**src/common/cache_pkg.sv**
```systemverilog
package cache_pkg;

  ////////////////////////////////////////////////////////////
  // cache geometry
  ////////////////////////////////////////////////////////////

  localparam int ADDR_W          = 16;  // word addressed, 64K words
  localparam int WORD_W          = 16;
  localparam int OFFSET_W        = 3;   // word offset inside a block
  localparam int WORDS_PER_BLOCK = 8;   // 2**OFFSET_W

  typedef logic [ADDR_W-1:0] addr_t;  // word address
  typedef logic [WORD_W-1:0] word_t;  // data word

  ////////////////////////////////////////////////////////////
  // cpu side request
  ////////////////////////////////////////////////////////////

  // held stable by the cpu while stall is high
  typedef struct packed {
    logic  valid;  // request present this cycle
    logic  wr;     // 1 = write, 0 = read
    addr_t addr;
    word_t wdata;  // only meaningful when wr is set
  } cpu_req_t;

  ////////////////////////////////////////////////////////////
  // fill machine
  ////////////////////////////////////////////////////////////

  // idle serves hits and write-through, wait streams a block in
  typedef enum logic {
    IDLE = 1'b0,
    WAIT = 1'b1
  } fill_state_e;

endpackage

```
**src/cache/cache_data_array.sv**
```systemverilog
module cache_data_array #(
  parameter int NUM_SETS = 16
) (
  input  logic             clk,
  input  cache_pkg::addr_t cpu_addr,
  input  cache_pkg::word_t cpu_wdata,
  input  logic             cpu_wr,            // 1 = cpu port, 0 = fill port
  input  logic             write_data_array,  // write enable for either port
  input  logic [2:0]       fill_offset,
  input  cache_pkg::word_t fill_data,
  output cache_pkg::word_t rdata
);
  import cache_pkg::*;

  localparam int IDX_W   = $clog2(NUM_SETS);
  localparam int DEPTH   = NUM_SETS * WORDS_PER_BLOCK;
  localparam int WADDR_W = IDX_W + OFFSET_W;

  word_t mem [DEPTH];  // set-major, eight words per set

  logic [WADDR_W-1:0] cpu_waddr;   // set and word of the cpu address
  logic [WADDR_W-1:0] fill_waddr;  // same set, word from the counter

  assign cpu_waddr  = cpu_addr[WADDR_W-1:0];
  assign fill_waddr = {cpu_addr[OFFSET_W +: IDX_W], fill_offset};

  ////////////////////////////////////////////////////////////
  // write port
  ////////////////////////////////////////////////////////////

  always_ff @(posedge clk) begin
    if (write_data_array) begin
      if (cpu_wr) begin
        mem[cpu_waddr] <= cpu_wdata;   // write hit
      end else begin
        mem[fill_waddr] <= fill_data;  // word back from memory
      end
    end
  end

  // combinational read, only trusted when the tag hits
  assign rdata = mem[cpu_waddr];

endmodule

```
**config.mk**
```make
export PLATFORM = sky130hd
export DESIGN_NAME = cache_data_array
export DESIGN_NICKNAME = d
export VERILOG_FILES = /design/src/common/cache_pkg.sv /design/src/cache/cache_data_array.sv
export SDC_FILE = /design/constraint.sdc
export NUM_CORES = 2
export LEC_CHECK = 0
export BUFFER_PORTS_ARGS = -buffer_cell sky130_fd_sc_hd__buf_2
export CORE_MARGIN = 3
export CORE_UTILIZATION = 60
export DETAILED_ROUTE_END_ITERATION = 8
export GPL_ROUTABILITY_DRIVEN = 0
export PLACE_DENSITY = 0.78
export SLEW_MARGIN = 5
export SYNTH_ARGS = -nofsm -noshare
export SYNTH_HDL_FRONTEND = slang
export SYNTH_SLANG_ARGS = --single-unit
```
**constraint.sdc**
```tcl
create_clock -name clk -period 4.4 [get_ports clk]
set_clock_uncertainty 0.05 [all_clocks]
set_input_delay 0.88 -clock clk [delete_from_list [all_inputs] [get_ports clk]]
set_output_delay 0.88 -clock clk [all_outputs]
set_load 0.005 [all_outputs]
```
=== Word level (Yosys, flattened, before mapping) ===
Memory sizes are Yosys's and may differ from the RTL's.
Cells that the tools add are included.

* Reductions and logical operators: 1
* Multiplexer cells: 9

{| class="wikitable"
|+ Operators by type and width
! cell !! count
|-
| 16-bit two-way mux || 1
|-
| 16-bit OR reduction || 1
|-
| 1-bit two-way mux || 7
|-
| 7-bit two-way mux || 1
|}

* Output and inout port bits: 16
* RAM bits: 2048
* Logic and storage cells: 11
* Memories kept: 1
* Bits in registers: 0
* Bits of input ports: 54

{| class="wikitable"
|+ Memories
! memory !! depth !! width !! rd ports !! clocked after memory_dff !! wr ports !! line !! text
|-
| mem || 128 || 16 || 1 || 0 || 1 || cache_data_array.sv:19 || <nowiki>word_t mem [DEPTH];</nowiki>
|}

=== Depth between registers and ports, before layout ===
* Depth in word-level cells: 5
* Mapped depth: 9
* Mapped depth without buffers: 5

=== Worst setup path before layout ===
No wires, ideal clock.

* Path type: input port to flip-flop
* Start point: in write_data_array
* End point: mem mem[0][10] in the netlist's numbering (data pin)
* Stages: 6
* Arrival: 3.494 ns
* Path slack: 0.345 ns
* Data required time: 3.839 ns
* Setup time: 0.511 ns
* Path through: buf_2 > nor2b_1 > clkbuf_1 > buf_1 > nand2_1 > nand2_1

* Cells in the longest elaborated chain, start to end: 4

{| class="wikitable"
|+ Ends and longest elaborated chain
! element !! line !! text
|-
| start: declaration || cache_data_array.sv:8 || <nowiki>input logic write_data_array,</nowiki>
|-
| 1-bit two-way mux || cache_data_array.sv:32 || <nowiki>if (write_data_array) begin</nowiki>
|-
| 1-bit two-way mux (implied by the code) || cache_data_array.sv:36 || <nowiki>mem[fill_waddr] <= fill_data;</nowiki>
|-
| 16-bit OR reduction (no source line) || - ||
|-
| 16-bit two-way mux (no source line) || - ||
|-
| end: declaration || cache_data_array.sv:19 ||
|}

Every way passes these cells.

=== Worst setup path after layout ===
* Start point: in cpu_addr[0]
* End point: out rdata[2]

* Cells in the longest elaborated chain, start to end: 1

{| class="wikitable"
|+ Ends and longest elaborated chain
! element !! line !! text
|-
| start: declaration || cache_data_array.sv:5 || <nowiki>input cache_pkg::addr_t cpu_addr,</nowiki>
|-
| memory read 128 x 16 bit || - ||
|-
| end: declaration || cache_data_array.sv:11 || <nowiki>output cache_pkg::word_t rdata</nowiki>
|}

Every way passes these cells.

==> impl_metrics.env <==
export IMPL_port_buffers=60
export IMPL_synth_top_cells_by_count="2,048 x edfxtp_1, 398 x mux4_2, 266 x nand2_1"
export IMPL_multi_input_area_um2=17300
export IMPL_wl_mm=226
export IMPL_p_per_area_nw_per_um2=443
export IMPL_cp_required_ns=3.47
export IMPL_drt_first_pass_iters=6
export IMPL_period_needed_ns=4.46
export IMPL_ys_flop_type="edfxtp_1"
export IMPL_holdWs_ns=0.479
export IMPL_avgSynthCellArea_um2=20.7
export IMPL_yosysMostFrequentCell="edfxtp_1"
export IMPL_wl_met2_mm=106
export IMPL_detail_route_antenna_nets=0
export IMPL_cts_buffers=194
export IMPL_netlist_top_cells_area="edfxtp_1 77%, mux4_2 11%, mux2i_1 2.5%"
export IMPL_muxShareOfSynthArea=0.144
export IMPL_min_period_over_period=1.01
export IMPL_top_layer_used="met5"
export IMPL_start_util=0.609
export IMPL_hold_viol=0
export IMPL_start_kind="primary input"
export IMPL_grt_pass1_wl_mm=321
export IMPL_synth_cells=3851
export IMPL_core_um2=131000
export IMPL_min_path_type="primary input to register"
export IMPL_die_x_um=370
export IMPL_endpoint_kind="output port"
export IMPL_synth_edf_count=2048
export IMPL_status="finished with violations"
export IMPL_synth_compound_area_share=0.0343
export IMPL_netlist_area_um2=79600
export IMPL_drt_iter0_drc=7834
export IMPL_async_reset_ff_frac=0
export IMPL_timing_final_ws_setup_ns=-0.0615
export IMPL_synth_seq_area_share=0.773
export IMPL_dieArea_um2=137000
export IMPL_layout_drive_gt1_share=0.314
export IMPL_tightest_slew_ns=1.12
export IMPL_synth_top_family_by_area="multiplexers"
export IMPL_seqCellArea_um2=61500
export IMPL_hpwlAfterDp_mm=137
export IMPL_final_cell_count_no_fill=6371
export IMPL_clkTransAtPathRegs_ns=0.06
export IMPL_ys_warn_count=0
export IMPL_synth_cell_type_count=56
export IMPL_cts_hold_buffers_added=0
export IMPL_cts_tree="built"
export IMPL_slew_viol_final=0
export IMPL_root_buffer="clkbuf_16"
export IMPL_h_tree_depth=4
export IMPL_num_vias=44254
export IMPL_largest_register="mem"
export IMPL_synth_fa_ha_area_frac=0
export IMPL_irDropWorstVdd_uv=416
export IMPL_syn_num_nets=3905
export IMPL_largest_reg_flops=2048
export IMPL_fin_setup_tns_ns=-0.143
export IMPL_synth_top_area_frac=0.773
export IMPL_cts_sinks=2048
export IMPL_grt_usage=0.334
export IMPL_synthSimpleGateAreaFrac=0.0308
export IMPL_die_h_um=370
export IMPL_synth_xor_area_share=0
export IMPL_worst_slew_margin_rel=0.250
export IMPL_grt_max_degree=89
export IMPL_p_leak_nw=30.1
export IMPL_fin_nets=4522
export IMPL_met1_length_mm=74.2
export IMPL_nFillCells=7167
export IMPL_rows=132
export IMPL_fin_util=0.712
export IMPL_synth_seq_cells=2048
export IMPL_routed_wl_met3_mm=32.4
export IMPL_cp_arrival_ns=3.53
export IMPL_io_pins=70
export IMPL_rsz0062_at_grt="yes"
export IMPL_synth_top_area_cell="edfxtp_1"
export IMPL_grt_overflow=0
export IMPL_grt_pass1_vias=44288
export IMPL_wl_per_cell_um=35.5
export IMPL_area_growth_pct=16.8
export IMPL_clock_path_buffers=3
export IMPL_reg_top3="mem: 2048 flops"
export IMPL_max_cap_viol_count=0
export IMPL_placed_cells=6009
export IMPL_violations="setup timing"
export IMPL_crit_type="primary input to output port"
export IMPL_via_per_inst=6.95
export IMPL_critPathMaxFanout=27
export IMPL_fmax_mhz=224
export IMPL_antenna_found_initial=18
export IMPL_drc_errors=0
export IMPL_setup_violations=4
-- critical path, cell delays in order --
cell       delay, ns
buf_8           0.16
buf_12          0.18
buf_16          0.23
buf_4           0.22
mux4_2          0.52
nand2_1         0.11
a21oi_1         0.15
a2111oi_1       0.41
buf_4           0.21
nor4_1          0.07
buf_4           0.19
buf_2           0.13
-- power by group --
part	leakage [nW]	switching [mW]	internal [mW]	total (mW)
logic	9.09	1.88	1.01	2.89
registers	17.9	0.0230	21.7	21.8
clock network	3.03	7.16	9.39	16.5
-- timing repair --
action / 4_1_cts / 5_1_grt
endpoints found under the setup margin: 16 / 15
gates cloned: 1 / 2
setup buffers: 0 / 2
pin swaps: 1 / 2
gates resized for setup: 57 / 53
-- final cells by class --
class	count	share of cell area
tap	1742	0.0234
sequential	2048	0.661
clock buffer	242	0.0553
clock inverter	109	0.0116
antenna	6	0.000161
timing repair buffer	645	0.0616
inverter	3	0.000148
multi-input combinational	1576	0.186
-- through the flow --
stage,total power [mW],setup slack [ns],instance area [um2]
4_1_cts,41.1,-0.00167,92600
3_5_place_dp,24.8,-0.553,86100
5_1_grt,42.0,-0.118,93000
6_report,41.2,-0.0615,93000
3_3_place_gp,24.8,-0.586,86100
2_1_floorplan,23.5,0.345,79600
-- placed cells by master (no fill, tap or decap), drive strengths merged, types with 2 or more instances in the layout --
master,instances
edfxtp,2048
buf,642
mux4,398
nand2,267
clkbuf,244
mux2i,195
nor2,138
a21oi,114
clkinv,78
a22oi,66
mux2,46
nor2b,45
a2111oi,45
o22ai,40
a211oi,37
nor4,33
nand3,29
a221oi,24
bufinv,19
a21boi,17
and2,14
o21ai,10
inv,10
a22o,9
o2111a,8
nand2b,7
diode,6
nor3,6
and3,5
o211ai,5
clkinvlp,5
a31oi,5
or2,3
nor3b,2
o2111ai,2
-- routing by layer --
metal  GRT usage  up-vias
li1            -    17165
met1       0.447    22536
met2       0.512     3817
met3      0.0949      724
met4       0.162       12
met5           0        -
-- worst paths after layout --
check / cells past startpoint / start / to
worst max-delay path: 12 / cpu_addr[0] / rdata[2]
worst min-delay path: 3 / fill_data[7] / mem[52][7]$_DFFE_PP_
-- cells by family (layout without fill, tap and decap cells) --
family	count (synthesis)	in the layout
DFF	2048	2048
muxes	639	639
and+or+nand+nor	552	552
AOI/OAI and AO/OA	385	385
buffers and inverters	227	999
other	0	6
Note: power is estimated with default switching activity, not from simulation.
