File: src/common/cache_pkg.sv
package cache_pkg;

  ////////////////////////////////////////////////////////////
  // cache geometry
  ////////////////////////////////////////////////////////////

  localparam int ADDR_W          = 16;  // word addressed, 64K words
  localparam int WORD_W          = 16;
  localparam int OFFSET_W        = 3;   // word offset inside a block
  localparam int WORDS_PER_BLOCK = 8;   // 2**OFFSET_W

  typedef logic [ADDR_W-1:0] addr_t;  // word address
  typedef logic [WORD_W-1:0] word_t;  // data word

  ////////////////////////////////////////////////////////////
  // cpu side request
  ////////////////////////////////////////////////////////////

  // held stable by the cpu while stall is high
  typedef struct packed {
    logic  valid;  // request present this cycle
    logic  wr;     // 1 = write, 0 = read
    addr_t addr;
    word_t wdata;  // only meaningful when wr is set
  } cpu_req_t;

  ////////////////////////////////////////////////////////////
  // fill machine
  ////////////////////////////////////////////////////////////

  // idle serves hits and write-through, wait streams a block in
  typedef enum logic {
    IDLE = 1'b0,
    WAIT = 1'b1
  } fill_state_e;

endpackage

File: src/common/mem_pkg.sv
package mem_pkg;

  ////////////////////////////////////////////////////////////
  // main memory bus
  ////////////////////////////////////////////////////////////

  typedef struct packed {
    logic             rd;     // level, held for the whole block read
    logic             wr;     // single cycle write strobe
    cache_pkg::addr_t addr;
    cache_pkg::word_t wdata;
  } mem_req_t;

  typedef struct packed {
    logic             valid;  // one cycle pulse per returned word
    cache_pkg::word_t data;
  } mem_rsp_t;

  ////////////////////////////////////////////////////////////
  // power-up contents
  ////////////////////////////////////////////////////////////

  localparam cache_pkg::word_t MEM_INIT_KEY = 16'ha5c3;

  // word at address a starts out as a ^ key
  function automatic cache_pkg::word_t mem_init_word(input cache_pkg::addr_t a);
    return a ^ MEM_INIT_KEY;
  endfunction

endpackage

File: src/cache/cache_fill_fsm.sv
module cache_fill_fsm (
  input  logic                clk,
  input  logic                arst_n,
  input  cache_pkg::cpu_req_t cpu_req,           // held while stall is high
  input  logic                miss_detected,     // valid request and no tag match
  input  mem_pkg::mem_rsp_t   mem_rsp,
  output mem_pkg::mem_req_t   mem_req,
  output logic                stall,             // cpu must hold its request
  output logic                write_data_array,  // data array write enable
  output logic                write_tag_array,   // tag + valid write, last fill word
  output logic                cpu_wr,            // selects cpu port on data write
  output logic [2:0]          fill_offset        // word being filled
);
  import cache_pkg::*;

  fill_state_e         state;
  fill_state_e         nxt_state;
  logic [OFFSET_W-1:0] cnt;         // word counter, 0..7
  logic                done;        // eighth word returning this cycle
  logic                wr_hit;      // write-through candidate
  addr_t               block_addr;  // missing block with counter as offset

  ////////////////////////////////////////////////////////////
  // word counter
  ////////////////////////////////////////////////////////////

  // advances once per returned word, wraps back to 0 after the eighth
  always_ff @(posedge clk or negedge arst_n) begin
    if (!arst_n) begin
      cnt <= '0;
    end else if (state == WAIT && mem_rsp.valid) begin
      cnt <= cnt + 1'b1;
    end
  end

  assign done = (state == WAIT) && mem_rsp.valid &&
                (cnt == OFFSET_W'(WORDS_PER_BLOCK - 1));

  assign fill_offset = cnt;
  assign block_addr  = {cpu_req.addr[ADDR_W-1:OFFSET_W], cnt};

  // miss_detected already includes valid, so this is a write that hits
  assign wr_hit = cpu_req.valid && cpu_req.wr && !miss_detected;

  ////////////////////////////////////////////////////////////
  // state register
  ////////////////////////////////////////////////////////////

  always_ff @(posedge clk or negedge arst_n) begin
    if (!arst_n) begin
      state <= IDLE;
    end else begin
      state <= nxt_state;
    end
  end

  ////////////////////////////////////////////////////////////
  // next state and outputs
  ////////////////////////////////////////////////////////////

  always_comb begin
    nxt_state        = state;
    stall            = 1'b0;
    write_data_array = 1'b0;
    write_tag_array  = 1'b0;
    cpu_wr           = 1'b0;
    mem_req.rd       = 1'b0;
    mem_req.wr       = 1'b0;
    mem_req.addr     = cpu_req.addr;   // write-through goes to the cpu address
    mem_req.wdata    = cpu_req.wdata;
    case (state)
      IDLE: begin
        if (miss_detected) begin
          // stall and the block read both start in the miss cycle
          nxt_state    = WAIT;
          stall        = 1'b1;
          mem_req.rd   = 1'b1;
          mem_req.addr = block_addr;
        end else if (wr_hit) begin
          write_data_array = 1'b1;  // array and memory same edge
          cpu_wr           = 1'b1;
          mem_req.wr       = 1'b1;
        end
      end
      WAIT: begin
        stall            = !done;          // drops with the last word
        mem_req.rd       = 1'b1;
        mem_req.addr     = block_addr;
        write_data_array = mem_rsp.valid;  // fill port, cpu_wr stays low
        write_tag_array  = done;
        if (done) begin
          nxt_state = IDLE;  // held request hits next cycle
        end
      end
      default: nxt_state = IDLE;
    endcase
  end

endmodule

File: config.mk
export PLATFORM = sky130hd
export DESIGN_NAME = cache_fill_fsm
export DESIGN_NICKNAME = d
export VERILOG_FILES = /design/src/common/cache_pkg.sv /design/src/common/mem_pkg.sv /design/src/cache/cache_fill_fsm.sv
export SDC_FILE = /design/constraint.sdc
export NUM_CORES = 1
export LEC_CHECK = 0
export BUFFER_PORTS_ARGS = -buffer_cell sky130_fd_sc_hd__buf_2
export CORE_MARGIN = 2
export CORE_UTILIZATION = 26
export DETAILED_ROUTE_END_ITERATION = 8
export PLACE_DENSITY = 0.89
export SYNTH_ARGS = -nofsm -noshare
export SYNTH_HDL_FRONTEND = slang
export SYNTH_SLANG_ARGS = --single-unit
File: constraint.sdc
create_clock -name clk -period 2.9 [get_ports clk]
set_clock_uncertainty 0.05 [all_clocks]
set_input_delay 0.145 -clock clk [delete_from_list [all_inputs] [get_ports clk]]
set_output_delay 0.145 -clock clk [all_outputs]
set_load 0.05 [all_outputs]
# == Word-level counts from Yosys, hierarchy flattened ==
# Cells that the tools add are included.
# totals
reg_bits,4
inputBits,54
output_inout_bits,41
# classes
addsub,1
n_eq_ne,1
mux,12
bitwise_logic,1
reduce_logical,6
# op_table
op,count
16-bit one-hot mux with 2 select lines,1
1-bit one-hot mux with 2 select lines,4
1-bit 2-to-1 mux,6
1-bit logical AND,4
3-bit by 1-bit adder with 3-bit output (second input constant),1
3-bit == test (second input constant),1
3-bit 2-to-1 mux,1
1-bit zero test,2
1-bit inverter,1

# == Longest topological paths before layout ==
# Gate-level depths: netlist (run 1).
# logic_depth
word_depth,5
depth_mapped,4
mapped_depth_nobuf,4

# == Least setup slack after synthesis (run 1) ==
# No wires, ideal clock.
# synth_timing
path_kind,register -> register
start,"register cnt[0], in the netlist fill_offset[0]"
end,register state
setup_time_ps,203
arrival_time_ps,2052
required_ps,2647
path_slack_ps,596
stages_incl_launch_ff,5
n_path_buf,0
cell_sequence,dfrtp_1 > ha_1 > ha_1 > and3_2 > nor2_1
# synth_via
elab_chain_len,4
# synth_rtl
item,line,text
from (decl),cache_fill_fsm.sv:18,logic [OFFSET_W-1:0] cnt;
from (signal assigned),cache_fill_fsm.sv:32,cnt <= cnt + 1'b1;
3-bit == test,cache_fill_fsm.sv:37,(cnt == OFFSET_W'(WORDS_PER_BLOCK - 1));
1-bit logical AND,cache_fill_fsm.sv:36,assign done = (state == WAIT) && mem_rsp.valid &&
1-bit 2-to-1 mux,cache_fill_fsm.sv:91,if (done) begin
1-bit one-hot mux with 2 select lines,cache_fill_fsm.sv:71,case (state)
to (signal assigned),cache_fill_fsm.sv:53,state <= nxt_state;
to (decl),cache_fill_fsm.sv:16,fill_state_e state;
# No other way between the ends.
# A chain may end at the register's enable or synchronous reset.

# == Final worst setup path (run 1) ==
# layout_timing
start,"register cnt[0], in the netlist fill_offset[0]"
end,output stall
# layout_via
elab_chain_len,4
# layout_rtl
item,line,text
3-bit == test,cache_fill_fsm.sv:37,
1-bit logical AND,cache_fill_fsm.sv:36,
1-bit zero test,cache_fill_fsm.sv:86,stall = !done;
1-bit one-hot mux with 2 select lines,cache_fill_fsm.sv:71,
to (decl),cache_fill_fsm.sv:8,"output logic stall,"
# No other way between the ends.

==> impl_metrics.toml, run 1 <==
[grt]
antenna_found_initial = 0
grt_pass1_wl_um = 1170
grt_max_degree = 8
overflow = 0
grt_usage_pct = 8.23
grt_pass1_vias = 277

[routing]
wl_per_cell_um = 11.2
dr_total_vias = 276
vias_per_cell = 4.06
firstDrtPassIters = 2
wl_met2_um = 375
ant_nets = 0
routed_wl_um = 763
top_layer_used = "met3"
drtIter0Drc = 3
met3WireLength_um = 143
wl_met1_um = 243
drc = 0

[pwr]
total_power_uw = 600
p_leak_uw = 0.000220
power_frac_comb_pct = 69.0
power.density_cell_area_mw_per_mm2 = 1420
p_seq_share_pct = 19.5
vdd_ir_drop_max_mv = 0.294
switching_share_pct = 55.6
switchingPower_uw = 334
internal_power_uw = 266
clkPwrFrac_pct = 11.5

[finish]
fin_nets = 101
drive_above_1_share_pct = 72.1
diodes = 0
postLayoutCoreUtil_pct = 24.2
area_growth_pct = -12.7
final.fill_count = 198

[logic_synthesis]
seq_area_frac_synth_pct = 20.7
yosysTopAreaCell = "buf_4"
ys_ff_latch = 4
avgSynthCellArea_um2 = 9.86
synth.distinct_cells = 12
synth_area_leaders = "buf_4 (47%), dfrtp_1 (21%), mux2_4 (16%)"
netlist_instances = 49
synth_warnings = 0
synth_nets = 105
netlist.area_leader.share_pct = 46.6
syn_area_um2 = 483

[worst_setup_path]
crit_path_start_kind = "flop"
cpPeakStageDelay_ns = 0.41
crit_buf_inv = 1
critPathKind = "reg -> out"
crit_family = "flip-flops"
worstPathMaxFanout = 4
crit_chain = "ha_1, ha_1, and3_2, nor2_1, buf_2"
arrival_ns = 1.63
crit_required_ns = 2.71
end_kind = "output pin"
worst_path_most_repeated_cell = "ha_1"
cp_slowest_cell = "dfrtp_1"

[clocking]
post_cts_buffers = 0
cts_buffers = 3
cts_sinks = 4
clk_pin_slew_worst_paths_ns = 0.04
cts_root_buf = "clkbuf_4"
h-tree-depth = 1
clk_path_buf_depth = 2
cts_tree = "done"
insertion_delay_ns = 0.23

[timing]
worst_pin_slew_ns = 0.252
setup_violations = 0
period_share_pct = 63.0
tns_ns = 0
final.min_clock_period_ns = 1.83
hold_viol = 0
fmax_mhz = 547
drv_slew = 0
relSlewSlack_pct = 83.3
rsz0062_at_grt = "no"

[outcome]
status = "complete, no violations"

[floorplanning]
die_x_um = 47.1
rows = 15
fp.dieArea_mm2 = 0.00222
ios = 95
die_y_um = 47.1
initial_core_util_pct = 27.7
core_area_mm2 = 0.00175

[place]
globalplace.congestion = 0.601
numPortBuffers = 20

[flow_run]
maxCapViolations = 0

[hold_path]
min_path_type = "in -> reg"
## through the flow
step	cell area (µm²)	instances	worst slack [ns]	hold slack, ns
after floorplan	483	49	0.596	-0.201
after global placement	389	64	1.31	-0.0996
after detailed placement	389	64	1.29	-0.0931
after CTS	422	68	1.04	0.187
after global routing	422	68	0.972	0.212
final	422	68	1.07	0.194
## power groups by stage
stage          clock network, µW  registers (µW)  logic (µW)
3_5_place_dp                   0             120         417
2_1_floorplan                  0             188         377
5_1_grt                     73.4             126         444
6_report                    68.9             117         414
4_1_cts                     72.3             119         419
3_3_place_gp                   0             119         412
## sequential cells by signal (all words and copies together) (netlist names)
register	cells
state	1
fill_offset	3
## worst min-delay path, stage by stage
cell and delay, ns:
buf_2 0.10, nor2_4 0.05, nor2_1 0.13
## placed cells by master, fill, tap and decap left out, drive strengths merged
| cell | instances |
|---|---|
| buf | 20 |
| mux2 | 5 |
| dfrtp | 4 |
| clkbuf | 3 |
| ha | 2 |
| nor2 | 2 |
| and3 | 2 |
| a32o | 1 |
| inv | 1 |
| nand2 | 1 |
| xnor2 | 1 |
| dlygate4sd3 | 1 |
## metal layers
metal	up-vias	track usage (%)
met5	-	0
met4	0	8.89
met3	0	5.77
met2	28	13.4
met1	129	5.80
li1	119	-
## Yosys cell counts, drive strengths merged
cell type  count
a32o           1
and3           2
buf           30
dfrtp          4
ha             2
inv            1
mux2           5
nand2          1
nor2           2
xnor2          1
## worst paths after layout
check / from / end / slack, ns / cells past startpoint
min reg2reg: fill_offset[0] / fill_offset[0] / 0.48 / 1
min: miss_detected / state / 0.19 / 3
max: fill_offset[0] / stall / 1.07 / 5
max reg2reg: fill_offset[0] / fill_offset[2] / 1.58 / 3
max in group asynchronous: arst_n / fill_offset[1] / 2.47 / 2
min in group asynchronous: arst_n / state / 0.20 / 2
## cell type report
cell class | count | area (µm²) | share of cell area (%)
clock buffer | 3 | 22.5 | 5.34
sequential | 4 | 100 | 23.7
multi-input combinational | 14 | 154 | 36.5
inverter | 1 | 3.75 | 0.890
tap | 25 | 31.3 | 7.42
timing repair buffer | 21 | 110 | 26.1
## logic make-up after synthesis
group / after synthesis / share of synthesized area [%]
XOR/XNOR: 1 / 1.81
adder cells (fa/ha/maj): 2 / 5.18
AO/OA/AOI/OAI: 1 / 2.07
buffers and inverters: 31 / 47.4
AND/OR/NAND/NOR: 5 / 7.26
multiplexers: 5 / 15.5
flip-flops: 4 / 20.7
## what timing repair did
action / in CTS / in global routing
hold endpoints to repair: 4 / 0
hold buffers: 1 / 0
resized for setup: 0 / 0
No activity file was read; power rests on OpenSTA's default activity.
==> run 2, diff against run 1 <==
--- a/config.mk
+++ b/config.mk
@@ -7,9 +7,9 @@
 export LEC_CHECK = 0
 export BUFFER_PORTS_ARGS = -buffer_cell sky130_fd_sc_hd__buf_2
 export CORE_MARGIN = 2
-export CORE_UTILIZATION = 26
+export CORE_UTILIZATION = 22
 export DETAILED_ROUTE_END_ITERATION = 8
-export PLACE_DENSITY = 0.89
+export PLACE_DENSITY = 0.81
 export SYNTH_ARGS = -nofsm -noshare
 export SYNTH_HDL_FRONTEND = slang
 export SYNTH_SLANG_ARGS = --single-unit
==> constraint.sdc (replaced) <==
create_clock -name clk -period 1.52 [get_ports clk]
set_clock_uncertainty 0.05 [all_clocks]
set_input_delay 0.076 -clock clk [delete_from_list [all_inputs] [get_ports clk]]
set_output_delay 0.076 -clock clk [all_outputs]
set_load 0.05 [all_outputs]
==> run 2 against run 1 <==
- the flow now finishes with violations (setup timing)
- global-route usage shrank 1.1 points
- clock power grew 110%
- routed wire length grew 14%
- total power grew 140%
- core utilization grew 2.5 points
- critical path depth is the same
- first-iteration DRC count shrank 67%
- final cell count grew 12%
- clock-buffer cell count grew 1
- non-clock buffer count grew 5
- sequential share of layout area shrank 4.5 points
- sequential power grew 97%
==> impl_metrics.toml, run 2 (synthesized netlist as in run 1, its figures left out) <==
[worst_setup_path]
crit_chain = "ha_4, ha_4, and3_4, nor2_4, buf_8"
crit_required_ns = 1.39
worst_path_most_repeated_cell = "ha_4"
rrSetupSlack_ns = 0.30
end_kind = "output pin"
crit_family = "flip-flops"
critPathKind = "reg -> out"
cp_slowest_cell = "dfrtp_2"
crit_path_start_kind = "flop"
arrival_ns = 1.41
crit_buf_inv = 1
cpPeakStageDelay_ns = 0.42
worstPathMaxFanout = 2

[clocking]
cts_tree = "done"
h-tree-depth = 1
clk_path_buf_depth = 2
cts_sinks = 4
cts_buffers = 3
insertion_delay_ns = 0.24
clk_pin_slew_worst_paths_ns = 0.04
cts_root_buf = "clkbuf_4"

[hold_path]
min_path_type = "in -> out"

[grt]
overflow = 0
grt_pass1_wl_um = 1290
grt_max_degree = 8
grt_usage_pct = 7.10
grt_pass1_vias = 284
antenna_found_initial = 0

[flow_run]
maxCapViolations = 0

[timing]
tns_ns = -0.0140
setup_violations = 1
period_share_pct = 101
fin_ws_ns = -0.0140
worst_pin_slew_ns = 0.253
final.min_clock_period_ns = 1.53
hold_viol = 0
drv_slew = 0
rsz0062_at_grt = "yes"
relSlewSlack_pct = 83.2
fmax_mhz = 652

[routing]
ant_nets = 0
wl_per_cell_um = 11.5
drc = 0
vias_per_cell = 3.91
dr_total_vias = 297
drtIter0Drc = 1
routed_wl_um = 872
firstDrtPassIters = 2

[pwr]
vdd_ir_drop_max_mv = 1.06
power.density_cell_area_mw_per_mm2 = 2620
total_power_uw = 1410
p_leak_uw = 0.000255

[finish]
area_growth_pct = 11.7
fin_nets = 106
largest_reg_flops = 3
multi_input_area_um2 = 190
diodes = 0
drive_above_1_share_pct = 85.7
postLayoutCoreUtil_pct = 26.7
seq_area_um2 = 104
mostFrequentLayoutCells = "buf_2 (14), mux2_4 (5), clkbuf_4 (5), buf_4 (5)"
final.fill_count = 216
layout_commonest_cell = "buf_2"

[floorplanning]
ios = 95
core_area_mm2 = 0.00202
fp.dieArea_mm2 = 0.00259
die_y_um = 50.9
rows = 16
die_x_um = 50.9
initial_core_util_pct = 23.9

[place]
numPortBuffers = 20
dpl_worst_slack_ns = 0.0802
globalplace.congestion = 0.683

[outcome]
violations = "setup timing"
status = "finished, violations left"
-- run 2: through the flow --
step           hold WS, ns  instances  cell area (µm²)
6_report             0.102         76              539
5_1_grt              0.102         76              539
4_1_cts              0.102         75              514
3_5_place_dp        -0.160         66              410
3_3_place_gp        -0.168         66              410
2_1_floorplan       -0.270         49              502
-- run 2: path summary, 6_finish.rpt --
check / startpoint / endpoint / cells past startpoint
worst min-delay path: cpu_req[22] / mem_req[22] / 0
max in group asynchronous: arst_n / state / 2
worst max-delay path: fill_offset[1] / stall / 5
worst max register to register: fill_offset[1] / fill_offset[2] / 3
worst min register to register: fill_offset[0] / fill_offset[0] / 2
min in group asynchronous: arst_n / fill_offset[0] / 2
-- run 2: timing repair --
item                                   4_1_cts  5_1_grt
setup endpoints to repair                    8        7
gates resized for setup                      8        6
pin swaps                                    3        1
setup buffers                                4        1
hold buffers                                 1        0
endpoints found under the hold margin        4        0
-- run 2: where the power goes --
part	total [µW]	leakage (µW)	switching, µW	internal [µW]
Clock	145	0.0000150	46.1	98.7
Combinational	1040	0.000198	603	432
Sequential	231	0.0000420	63.9	168
-- run 2: cell type report --
| class | instances | area share (%) |
|---|---|---|
| Multi-Input combinational cell | 14 | 35.3 |
| Clock buffer | 4 | 4.87 |
| Sequential cell | 4 | 19.3 |
| Inverter | 1 | 0.696 |
| Tap cell | 27 | 6.26 |
| Timing Repair Buffer | 26 | 33.6 |
-- run 2: layer usage --
| layer | wire length [µm] | vias up | GRT usage (%) |
|---|---|---|---|
| met5 | 0 | - | 0 |
| met4 | 21 | 0 | 4.50 |
| met3 | 178 | 4 | 6.14 |
| met2 | 354 | 28 | 9.21 |
| met1 | 317 | 137 | 7.53 |
| li1 | - | 128 | - |
