==> src/common/cache_pkg.sv <==
package cache_pkg;

  ////////////////////////////////////////////////////////////
  // cache geometry
  ////////////////////////////////////////////////////////////

  localparam int ADDR_W          = 16;  // word addressed, 64K words
  localparam int WORD_W          = 16;
  localparam int OFFSET_W        = 3;   // word offset inside a block
  localparam int WORDS_PER_BLOCK = 8;   // 2**OFFSET_W

  typedef logic [ADDR_W-1:0] addr_t;  // word address
  typedef logic [WORD_W-1:0] word_t;  // data word

  ////////////////////////////////////////////////////////////
  // cpu side request
  ////////////////////////////////////////////////////////////

  // held stable by the cpu while stall is high
  typedef struct packed {
    logic  valid;  // request present this cycle
    logic  wr;     // 1 = write, 0 = read
    addr_t addr;
    word_t wdata;  // only meaningful when wr is set
  } cpu_req_t;

  ////////////////////////////////////////////////////////////
  // fill machine
  ////////////////////////////////////////////////////////////

  // idle serves hits and write-through, wait streams a block in
  typedef enum logic {
    IDLE = 1'b0,
    WAIT = 1'b1
  } fill_state_e;

endpackage

==> src/cache/cache_tag_array.sv <==
module cache_tag_array #(
  parameter int NUM_SETS = 16   // power of two
) (
  input  logic             clk,
  input  logic             arst_n,
  input  cache_pkg::addr_t lookup_addr,      // held cpu address
  input  logic             write_tag_array,  // end of fill
  output logic             hit
);
  import cache_pkg::*;

  localparam int IDX_W = $clog2(NUM_SETS);
  localparam int TAG_W = ADDR_W - OFFSET_W - IDX_W;

  logic [TAG_W-1:0] tags [NUM_SETS];  // no reset, valid gates use
  logic [NUM_SETS-1:0] valid;

  logic [IDX_W-1:0] idx;
  logic [TAG_W-1:0] tag;

  // address split: | tag | index | offset |
  assign idx = lookup_addr[OFFSET_W +: IDX_W];
  assign tag = lookup_addr[ADDR_W-1 -: TAG_W];

  ////////////////////////////////////////////////////////////
  // storage
  ////////////////////////////////////////////////////////////

  always_ff @(posedge clk or negedge arst_n) begin
    if (!arst_n) begin
      valid <= '0;  // every set empty after reset
    end else if (write_tag_array) begin
      valid[idx] <= 1'b1;
    end
  end

  always_ff @(posedge clk) begin
    if (write_tag_array) begin
      tags[idx] <= tag;  // fill address equals lookup address
    end
  end

  ////////////////////////////////////////////////////////////
  // compare
  ////////////////////////////////////////////////////////////

  // same cycle answer, request valid is applied at the top
  assign hit = valid[idx] && (tags[idx] == tag);

endmodule

==> config.mk <==
export PLATFORM = sky130hd
export DESIGN_NAME = cache_tag_array
export DESIGN_NICKNAME = d
export VERILOG_FILES = /design/src/common/cache_pkg.sv /design/src/cache/cache_tag_array.sv
export SDC_FILE = /design/constraint.sdc
export NUM_CORES = 1
export LEC_CHECK = 0
export BUFFER_PORTS_ARGS = -buffer_cell sky130_fd_sc_hd__buf_2
export CAP_MARGIN = 20
export CORE_MARGIN = 5
export CORE_UTILIZATION = 48
export CTS_CLUSTER_DIAMETER = 40
export DETAILED_ROUTE_END_ITERATION = 12
export PLACE_DENSITY = 0.67
export REMOVE_ABC_BUFFERS = 1
export SLEW_MARGIN = 20
export SYNTH_ARGS = -nofsm -noshare
export SYNTH_HDL_FRONTEND = slang
export SYNTH_SLANG_ARGS = --single-unit
export TNS_END_PERCENT = 5
==> constraint.sdc <==
create_clock -name clk -period 2 [get_ports clk]
set_input_delay 0.2 -clock clk [delete_from_list [all_inputs] [get_ports clk]]
set_output_delay 0.2 -clock clk [all_outputs]
set_load 0.05 [all_outputs]
### After elaboration in Yosys (flattened, before gate mapping)

Memories as Yosys holds them, arrays and structs flattened.
Cells that the tools add are included.

| cells by class | value |
|---|---|
| magnitude comparators | 2 |
| muxes and demuxes | 6 |
| bitwise logic cells | 1 |
| equal/unequal tests | 1 |
| reductions and logical operators | 2 |

Operators by type and width:

| kind | count |
|---|---|
| $or A16 B16 Y16 | 1 |
| $eq A9 B9 Y1 | 1 |
| $lt A4 B5 Y1 const B | 1 |
| $bmux W1 S4 | 1 |
| $demux W1 S4 | 1 |
| $ge A4 B1 Y1 const B | 1 |
| $mux W1 | 4 |
| $logic_and A1 B1 Y1 | 2 |

| storage, ports and cells | value |
|---|---|
| bits of input ports | 19 |
| logic and storage cells | 14 |
| memory bits (writable) | 144 |
| bits in registers | 16 |
| output and inout port bits | 1 |
| memories kept | 1 |

Memories:

| name | depth | bits a word | rd ports | clocked after memory_dff | write ports | RTL line | RTL |
|---|---|---|---|---|---|---|---|
| tags | 16 | 9 | 1 | 0 | 1 | cache_tag_array.sv:15 | `logic [TAG_W-1:0] tags [NUM_SETS];` |

### Logic depth before layout (Yosys ltp)

Gate-level depths: netlist of the first run.

| depth | value |
|---|---|
| depth in word-level cells | 5 |
| gate-level depth with buffers | 9 |
| depth with buffers taken out | 6 |

### Worst setup path before layout of the first run

Ideal clock, no wire load.

| timing path | value |
|---|---|
| path type | input to output |
| start point | in lookup_addr[4] |
| end point | out hit |
| cell stages on the path | 7 |
| slack | -809 ps |
| arrival time | 2,609 ps |
| path through | buf_2 buf_1 mux4_1 mux4_2 xnor2_1 nand2_1 nor4_2 |

| on the way | value |
|---|---|
| longest elaborated chain between the ends | 3 |
| elaborated cells between the ends (all ways) | 5 |

Ends and longest elaborated chain:

| element | RTL line | RTL |
|---|---|---|
| from (decl) | cache_tag_array.sv:6 | `input cache_pkg::addr_t lookup_addr,` |
| $mem_v2 Z16 W9 or $bmux W1 S4 (tied branches) | - |  |
| $eq A9 B9 Y1 or $mux W1 (tied branches) | cache_tag_array.sv:48 | `assign hit = valid[idx] && (tags[idx] == tag);` |
| $logic_and A1 B1 Y1 (*) | cache_tag_array.sv:48 |  |
| to (decl) | cache_tag_array.sv:8 | `output logic hit` |

Mark *: on every way between the ends. The rest lies on a longest branch, timed or not. The select of a mux whose other input is x is not followed.

### Worst setup path after layout of the first run

| timing path | value |
|---|---|
| start point | mem tags[3][2] (netlist bit) |
| end point | out hit |

| on the way | value |
|---|---|
| longest elaborated chain between the ends | 3 |

Ends and longest elaborated chain:

| element | RTL line |
|---|---|
| from (decl) | cache_tag_array.sv:15 |
| $mem_v2 Z16 W9 | - |
| $eq A9 B9 Y1 | cache_tag_array.sv:48 |
| $logic_and A1 B1 Y1 | cache_tag_array.sv:48 |

Every way passes these cells.

==> run_results.csv, run 1 <==
group,metric,value,unit
floorplanning,die_h,126,um
critical_path,cp_max_fo,1,
timing,worst_slack,-0.716,ns
critical_path,worstPathRequired,1.80,ns
routing,drt-total-wl,12800,um
synthesis,ys_types,36,
synthesis,synthXorXnorAreaFrac,0.0150,
clock_tree,clk_pin_slew,0.06,ns
synthesis,synthAdderAreaFrac,0,
global_routing,use_met2,0.280,
global_routing,gr-total-overflow,0,
finish,drive_above_1_share,0.392,
routing,first_iter_violations,328,
placement,place_congestion,0.833,
floorplanning,die_w,126,um
global_routing,antenna_found_initial,0,
routing,drc,0,
floorplanning,die_area,0.0158,mm^2
floorplanning,num_rows,42,
power_and_ir_drop,ir_drop,0.533,mV
critical_path,cp-start-kind,"flip-flop",
synthesis,synthMostInstantiatedCell,"edfxtp_1",
synthesis,syn_avg_cell_area,20.3,um^2
routing,first_pass_iters,4,
critical_path,critical_path_class,"reg -> out",
synthesis,synthMuxAreaShare,0.171,
clock_tree,cts_setup_buffers,0,
clock_tree,cts.htree.levels,4,
synthesis,ys_ff_latch,160,
global_routing,gr-max-usage-layer,"met2",
timing,worst_clock_skew,0,ns
timing,rsz0062_at_grt,"yes",
placement,preCtsSetupSlack,-0.655,ns
power_and_ir_drop,power.density,986,mW/mm^2
finish,diodes,0,
clock_tree,clkLatencyLatePin,0.42,ns
timing,finalCriticalPeriod,2.72,ns
routing,ant_nets,0,
critical_path,critPathArrivalTime,2.52,ns
global_routing,grt_pass1_wl,19900,um
critical_path,crit_top_cell,"mux4_2",
clock_tree,cts_buffer_depth,2,
finish,final_util,0.588,
timing,fin_crit_sh,1.36,
synthesis,syn_inst,317,
timing,fmax,368,MHz
global_routing,grt_pass1_vias,3398,
synthesis,synthTopCellsByCount,"144 x edfxtp_1, 29 x mux4_2, 26 x mux2i_1",
critical_path,critical-path-max-stage-delay,0.50,ns
synthesis,yosys.area.top_type,"edfxtp_1",
floorplanning,initial_utilization,0.487,
synthesis,synth_compound_area_frac,0.0150,
power_and_ir_drop,power_leakage,2.71,nW
timing,finalHoldViolCount,0,
routing,vias,3151,
synthesis,ys_warn_count,0,
clock_tree,numCtsBuffers,17,
status,violations,"setup timing",
synthesis,synth_top_family_by_area,"multiplexers",
synthesis,synth_edf_count,144,
timing,whs,0.132,ns
global_routing,gr-usage-all-layers,0.174,
global_routing,grt_max_degree,21,
hold_path,hold_class,"in -> reg",
status,status,"complete, but fails checks",
critical_path,end_kind,"primary output",
finish,areaGrowthSynthToFinish,20.6,%
synthesis,synthTopCellsByArea,"edfxtp_1 67%, mux4_2 10%, dfrtp_1 6.2%",
clock_tree,clock-sinks,160,
synthesis,ys_async_sr_fraction,0.100,
timing,slew_viol_final,0,
placement,portBuffers,16,
routing,wl_per_cell,21.9,um
floorplanning,core_area,0.0132,mm^2
timing,worst_pin_slew,0.406,ns
routing,via_per_inst,5.37,
timing,setup_violations,1,
critical_path,crit_chain,"mux4_2, mux4_2, xnor2_2, nand2_2, nor4_4, buf_6",
flow_run,drv_cap,0,
finish,final_nets,417,
clock_tree,root_buffer,"clkbuf_16",
timing,slew_headroom,0.729,
global_routing,grtUsageMet1,0.228,
synthesis,ys.flop_type,"edfxtp_1",
synthesis,synth_top_area_share,0.673,
timing,finalSetupTns,-0.716,ns
synthesis,synthSimpleGateAreaFrac,0.0463,
placement,dp_hpwl,8690,um
global_routing,met3_usage,0.0466,
clock_tree,cts_tree,"done",
synthesis,synthesis.area,0.00643,mm^2
synthesis,ys_seq_area_frac,0.735,
critical_path,slowest_stage,"mux4_2",
floorplanning,io_pins,20,
## state kept, by name (all words and copies together) (netlist names)
| register | flops |
|---|---|
| tags | 144 |
| valid | 16 |
## final timing paths
check / endpoint / slack, ns / cells after the start / start
max reg2reg: valid[3] / 1.18 / 1 / valid[3]
min reg2reg: valid[6] / 0.46 / 1 / valid[6]
min in group asynchronous: valid[3] / 0.21 / 2 / arst_n
max: hit / -0.72 / 6 / tags[3][2]
max in group asynchronous: valid[14] / 1.52 / 2 / arst_n
min: tags[13][6] / 0.13 / 1 / lookup_addr[13]
## final cells by class
class	instances	area, um^2
fill	965	5440
sequential	160	4720
multi-input combinational	142	1610
timing repair buffer	76	589
clock buffer	22	444
tap	176	220
clock inverter	10	163
inverter	1	3.75
## through the flow
| stage | power [W] | std cells | cell area (um^2) |
|---|---|---|---|
| after floorplan | 0.00414 | 303 | 6320 |
| after global placement | 0.00439 | 554 | 7110 |
| after detailed placement | 0.00441 | 554 | 7110 |
| after CTS | 0.00770 | 587 | 7740 |
| after global routing | 0.00791 | 587 | 7750 |
| final | 0.00764 | 587 | 7750 |
## logic make-up after synthesis
logic type / count (synthesis)
mux: 65
buf+inv: 15
compound gates: 13
simple gates: 53
xor+xnor: 11
flops: 160
## worst max-delay path, delay by kind of cell, from the launching register on
kind | cells | cell delay, ns
muxes | 2 | 0.99
DFF | 1 | 0.40
and+or+nand+nor | 2 | 0.31
xor gates and xnor gates | 1 | 0.18
buffers and inverters | 1 | 0.21
## placed cells by master (no fill, tap or decap), drive strengths merged, types with 4 or more instances in the layout
cell      n
bufinv    4
a22oi     4
mux2      5
clkbuf   22
xnor2     6
mux4     34
dfrtp    16
mux2i    26
nor2     17
clkinv    4
or2      17
xor2      5
edfxtp  144
buf      75
## where the power goes
group / internal, W / leakage [nW] / switching, W
clock: 0.00209 / 0.288 / 0.00121
sequential: 0.00376 / 1.46 / 0.0000436
combinational: 0.000274 / 0.962 / 0.000264
total: 0.00612 / 2.71 / 0.00152
## repair_timing
action | in CTS | in global routing
hold buffers | 1 | 0
resized for setup | 5 | 3
pin swaps | 2 | 0
setup endpoints to repair | 1 | 1
endpoints found under the hold margin | 16 | 0
## per-layer routing
layer	vias to the layer above	routed length (um)
li1	1439	-
met1	1599	5620
met2	93	6220
met3	20	697
met4	0	284
met5	-	0
(Power assumes the default switching activity.)
==> inputs of run 2 (changes only) <==
--- a/config.mk
+++ b/config.mk
@@ -5,13 +5,12 @@
 export SDC_FILE = /design/constraint.sdc
 export NUM_CORES = 1
 export LEC_CHECK = 0
-export BUFFER_PORTS_ARGS = -buffer_cell sky130_fd_sc_hd__buf_2
 export CAP_MARGIN = 20
 export CORE_MARGIN = 5
 export CORE_UTILIZATION = 48
-export CTS_CLUSTER_DIAMETER = 40
 export DETAILED_ROUTE_END_ITERATION = 12
-export PLACE_DENSITY = 0.67
+export DONT_BUFFER_PORTS = 1
+export PLACE_DENSITY = 0.65
 export REMOVE_ABC_BUFFERS = 1
 export SLEW_MARGIN = 20
 export SYNTH_ARGS = -nofsm -noshare
==> run_results.csv, run 2 (synthesis gave the netlist of run 1 again) <==
group,metric,value,unit
critical_path,path_delay_family,"multiplexers",
floorplanning,core_area,0.0132,mm^2
global_routing,gr-total-overflow,0,
floorplanning,initial_utilization,0.487,
routing,first_iter_violations,238,
placement,dp_cells,513,
flow_run,drv_cap,0,
global_routing,grt_pass1_vias,3196,
timing,whs,0.165,ns
critical_path,slowest_stage,"mux4_2",
routing,drc,0,
power_and_ir_drop,p_sw_frac,0.185,
power_and_ir_drop,pwr-share-seq,0.490,
critical_path,path_buf_inv,1,
timing,worst_pin_slew,0.705,ns
routing,via_per_inst,5.59,
finish,final_util,0.571,
power_and_ir_drop,p_total,0.00776,W
global_routing,antenna_found_initial,0,
timing,worst_slack,-0.625,ns
timing,fmax,381,MHz
power_and_ir_drop,ir_drop,0.830,mV
clock_tree,cts_buffer_depth,2,
clock_tree,cts_setup_buffers,0,
critical_path,setup.worst_path.start,"tags[12][2]",
routing,drt-total-wl,12700,um
status,violations,"setup timing",
critical_path,worst-path-stages,6,
clock_tree,root_buffer,"clkbuf_16",
finish,diodes,0,
finish,final_nets,385,
power_and_ir_drop,internal-power,0.00633,W
clock_tree,cts.htree.levels,4,
finish,n_fill_cell,991,
global_routing,grt_pass1_wl,19700,um
power_and_ir_drop,p_sw,0.00143,W
critical_path,r2r_cells,1,
finish,final_cell_mix,"144 x edfxtp_1, 34 x buf_4, 33 x mux4_2, 25 x mux2i_1",
routing,met2_length,6170,um
timing,worst_clock_skew,0,ns
clock_tree,numCtsBuffers,17,
floorplanning,die_h,126,um
status,status,"complete, but fails checks",
clock_tree,clkLatencyLatePin,0.42,ns
critical_path,end_kind,"primary output",
timing,slew_headroom,0.528,
placement,place_congestion,0.844,
critical_path,crit_top_cell,"mux4_2",
floorplanning,num_rows,42,
floorplanning,die_w,126,um
critical_path,critical_path_class,"reg -> out",
clock_tree,clk_pin_slew,0.06,ns
placement,dp_hpwl,7810,um
finish,areaGrowthSynthToFinish,17.2,%
routing,vias,3096,
critical_path,critical-path-max-stage-delay,0.48,ns
routing,ant_nets,0,
critical_path,worstPathRequired,1.80,ns
global_routing,gr-usage-all-layers,0.171,
finish,largest_reg_flops,144,
critical_path,critPathArrivalTime,2.42,ns
timing,rsz0062_at_grt,"yes",
floorplanning,io_pins,20,
timing,finalCriticalPeriod,2.62,ns
clock_tree,clock-sinks,160,
routing,wl_met3,921,um
floorplanning,die_area,0.0158,mm^2
critical_path,r2r_end,"valid[3]",
finish,final_common_cell,"edfxtp_1",
timing,setup_violations,1,
timing,finalHoldViolCount,0,
critical_path,cp-start-kind,"flip-flop",
power_and_ir_drop,clkPwrFrac,0.457,
finish,fin_cells,554,
power_and_ir_drop,power_leakage,2.55,nW
placement,portBuffers,0,
power_and_ir_drop,combPwrFrac,0.053,
critical_path,r2r_start,"valid[3]",
finish,largestRegisters,"tags x144, valid x16",
routing,drt-met1-wl,5340,um
critical_path,crit_chain,"mux4_2, mux4_2, xnor2_1, nand2_1, nor4_2, buf_4",
hold_path,hold_class,"in -> reg",
power_and_ir_drop,power.density,1030,mW/mm^2
timing,slew_viol_final,0,
critical_path,cp_max_fo,1,
global_routing,grt_max_degree,43,
clock_tree,cts_tree,"done",
routing,first_pass_iters,4,
routing,wl_per_cell,22.9,um
finish,drive_above_1_share,0.317,
finish,regMostFlops,"tags",
critical_path,r2r_setup_slack,1.20,ns
critical_path,worstSetupEndpoint,"hit",
routing,highest_layer,"met4",
timing,fin_crit_sh,1.31,
==> run 2: worst min path at each step <==
stage                               from          to  slack, ns  depth (start not counted)
after floorplan                   arst_n    valid[0]       -0.1                          0
after detailed placement          arst_n    valid[6]       -0.1                          0
after global placement            arst_n    valid[9]       -0.1                          0
final                     lookup_addr[5]  tags[3][2]       0.17                          2
after global routing      lookup_addr[5]  tags[3][2]       0.16                          2
after CTS                 lookup_addr[5]  tags[3][2]       0.14                          2
==> run 2: power by group through the flow <==
stage          Clock (W)  Sequential (W)  Combinational, W
3_3_place_gp           0         0.00387          0.000349
3_5_place_dp           0         0.00387          0.000355
4_1_cts          0.00360         0.00380          0.000417
2_1_floorplan          0         0.00386          0.000277
5_1_grt          0.00377         0.00381          0.000448
6_report         0.00354         0.00380          0.000411
==> run 2: metal layers <==
layer | GRT usage | vias up
met1 | 0.241 | 1589
met5 | 0 | -
li1 | - | 1373
met2 | 0.254 | 110
met3 | 0.0461 | 24
met4 | 0.0757 | 0
==> run 2: per-stage QoR <==
| step | TNS, ns | setup slack [ns] | area (um^2) |
|---|---|---|---|
| after floorplan | -0.627 | -0.627 | 6320 |
| after global placement | -0.215 | -0.215 | 6800 |
| after detailed placement | -0.217 | -0.217 | 6800 |
| after CTS | -0.657 | -0.657 | 7530 |
| after global routing | -0.753 | -0.753 | 7530 |
| final | -0.625 | -0.625 | 7530 |
==> run 2: layout make-up <==
type                       count  area [um^2]  area share
multi-input combinational    142         1580       0.210
clock inverter                11          213      0.0282
clock buffer                  20          437      0.0580
inverter                       1         3.75    0.000498
sequential                   160         4720       0.627
tap                          176          220      0.0292
timing repair buffer          44          355      0.0472
==> run 2: timing repair <==
| item | 4_1_cts | 5_1_grt |
|---|---|---|
| endpoints found under the hold margin | 160 | 0 |
| gates cloned | 0 | 0 |
| hold buffers | 10 | 0 |
| resized for setup | 5 | 0 |
| endpoints found under the setup margin | 1 | 1 |
==> inputs of run 3 (changes only) <==
--- a/config.mk
+++ b/config.mk
@@ -6,11 +6,10 @@
 export NUM_CORES = 1
 export LEC_CHECK = 0
 export CAP_MARGIN = 20
-export CORE_MARGIN = 5
 export CORE_UTILIZATION = 48
 export DETAILED_ROUTE_END_ITERATION = 12
 export DONT_BUFFER_PORTS = 1
-export PLACE_DENSITY = 0.65
+export PLACE_DENSITY_LB_ADDON = 0.12
 export REMOVE_ABC_BUFFERS = 1
 export SLEW_MARGIN = 20
 export SYNTH_ARGS = -nofsm -noshare
==> run_results.csv, run 3 (synthesis gave the netlist of run 1 again) <==
group,metric,value,unit
finish,areaGrowthSynthToFinish,17.0,%
power_and_ir_drop,clkPwrFrac,0.425,
finish,regMostFlops,"tags",
critical_path,cp-start-kind,"flip-flop",
power_and_ir_drop,pwr-share-seq,0.517,
finish,largestRegisters,"tags x144, valid x16",
finish,largest_reg_flops,144,
global_routing,grt_max_degree,43,
critical_path,crit_top_cell,"mux4_2",
clock_tree,clock-sinks,160,
floorplanning,die_w,118,um
finish,final_cell_mix,"144 x edfxtp_1, 39 x buf_4, 33 x mux4_2, 26 x mux2i_1",
routing,ant_nets,0,
floorplanning,die_h,118,um
placement,portBuffers,0,
timing,fin_crit_sh,1.34,
routing,drc,0,
critical_path,slowest_stage,"mux4_2",
power_and_ir_drop,p_sw_frac,0.193,
timing,setup_violations,1,
critical_path,worstPathRequired,1.80,ns
finish,diodes,0,
routing,wl_per_cell,23.3,um
critical_path,crit_chain,"mux4_2, mux4_2, xnor2_2, nand2_2, nor4_4, buf_6",
power_and_ir_drop,combPwrFrac,0.059,
power_and_ir_drop,power_leakage,2.56,nW
timing,whs,0.251,ns
timing,worst_clock_skew,0,ns
clock_tree,numCtsBuffers,17,
timing,worst_slack,-0.685,ns
timing,slew_headroom,0.552,
global_routing,gr-total-overflow,0,
flow_run,drv_cap,0,
timing,worst_pin_slew,0.670,ns
clock_tree,cts.htree.levels,4,
timing,rsz0062_at_grt,"yes",
floorplanning,initial_utilization,0.501,
finish,final_nets,391,
clock_tree,root_buffer,"clkbuf_16",
hold_path,hold_class,"in -> async",
routing,first_iter_violations,323,
finish,n_fill_cell,991,
critical_path,critical_path_class,"reg -> out",
finish,drive_above_1_share,0.327,
power_and_ir_drop,internal-power,0.00594,W
status,violations,"setup timing",
global_routing,grt_pass1_wl,20100,um
global_routing,gr-usage-all-layers,0.208,
floorplanning,die_area,0.0139,mm^2
power_and_ir_drop,power.density,979,mW/mm^2
timing,fmax,372,MHz
clock_tree,clk_pin_slew,0.06,ns
clock_tree,cts_tree,"done",
floorplanning,num_rows,41,
clock_tree,clkLatencyLatePin,0.42,ns
timing,finalHoldViolCount,0,
timing,slew_viol_final,0,
routing,vias,3120,
timing,finalCriticalPeriod,2.68,ns
critical_path,critPathArrivalTime,2.48,ns
floorplanning,io_pins,20,
global_routing,grt_pass1_vias,3169,
placement,dp_hpwl,7830,um
clock_tree,cts_buffer_depth,2,
critical_path,end_kind,"primary output",
routing,drt-total-wl,13000,um
critical_path,cp_max_fo,1,
routing,via_per_inst,5.60,
placement,place_congestion,0.701,
status,status,"complete, but fails checks",
power_and_ir_drop,p_sw,0.00142,W
power_and_ir_drop,ir_drop,0.690,mV
routing,first_pass_iters,4,
placement,preCtsSetupSlack,-0.358,ns
finish,final_common_cell,"edfxtp_1",
critical_path,critical-path-max-stage-delay,0.51,ns
floorplanning,core_area,0.0128,mm^2
global_routing,antenna_found_initial,0,
-- run 3: per-stage QoR --
stage | cells | instance area [um^2] | setup TNS [ns] | total power (W) | utilization
floorplan | 303 | 6320 | -0.627 | 0.00414 | -
finish | 557 | 7520 | -0.685 | 0.00736 | 0.586
global placement | 515 | 6840 | -0.337 | 0.00423 | 0.533
global route | 557 | 7520 | -0.784 | 0.00758 | 0.586
CTS | 557 | 7510 | -0.714 | 0.00741 | 0.586
detailed placement | 515 | 6840 | -0.358 | 0.00423 | 0.533
-- run 3: final timing paths --
| kind | start | depth (start not counted) | slack (ns) | to |
|---|---|---|---|---|
| min in group clk | write_tag_array | 3 | 0.29 | tags[8][2] |
| max | tags[12][2] | 6 | -0.68 | hit |
| min | arst_n | 1 | 0.25 | valid[11] |
| max in group asynchronous | arst_n | 1 | 1.32 | valid[3] |
| max reg2reg | valid[0] | 1 | 1.21 | valid[0] |
| min reg2reg | valid[13] | 1 | 0.46 | valid[13] |
-- run 3: cell type report --
| type | instances | area (um^2) | share of cell area |
|---|---|---|---|
| clock buffer | 18 | 429 | 0.0571 |
| multi-input combinational | 142 | 1600 | 0.212 |
| timing repair buffer | 50 | 404 | 0.0537 |
| tap | 172 | 215 | 0.0286 |
| clock inverter | 14 | 148 | 0.0196 |
| inverter | 1 | 3.75 | 0.000499 |
| sequential | 160 | 4720 | 0.628 |
-- run 3: repair_timing --
| action | in CTS | in global routing |
|---|---|---|
| resized for setup | 6 | 2 |
| setup buffers | 0 | 0 |
| endpoints found under the hold margin | 160 | 0 |
| pin swaps | 0 | 0 |
| setup endpoints to repair | 1 | 1 |
| hold buffers | 10 | 0 |
-- run 3: power groups by stage --
stage | sequential, W | clock, W | combinational (W)
finish | 0.00380 | 0.00313 | 0.000432
global route | 0.00381 | 0.00330 | 0.000469
CTS | 0.00380 | 0.00317 | 0.000431
detailed placement | 0.00387 | 0 | 0.000364
global placement | 0.00387 | 0 | 0.000362
floorplan | 0.00386 | 0 | 0.000277
-- run 3: worst max-delay path: cells and delay by family (launching register included) --
family / cells / cell delay [ns]
buf+inv: 1 / 0.20
simple gates: 2 / 0.37
flops: 1 / 0.37
xor+xnor: 1 / 0.15
mux: 2 / 0.97
-- run 3: per-layer routing --
metal	GRT usage	vias up	wire, um	part of all wire
met5	0	-	0	0
met3	0.0533	16	656	0.051
met4	0.0873	0	231	0.018
met2	0.307	76	6070	0.47
li1	-	1388	-	-
met1	0.294	1640	6010	0.46
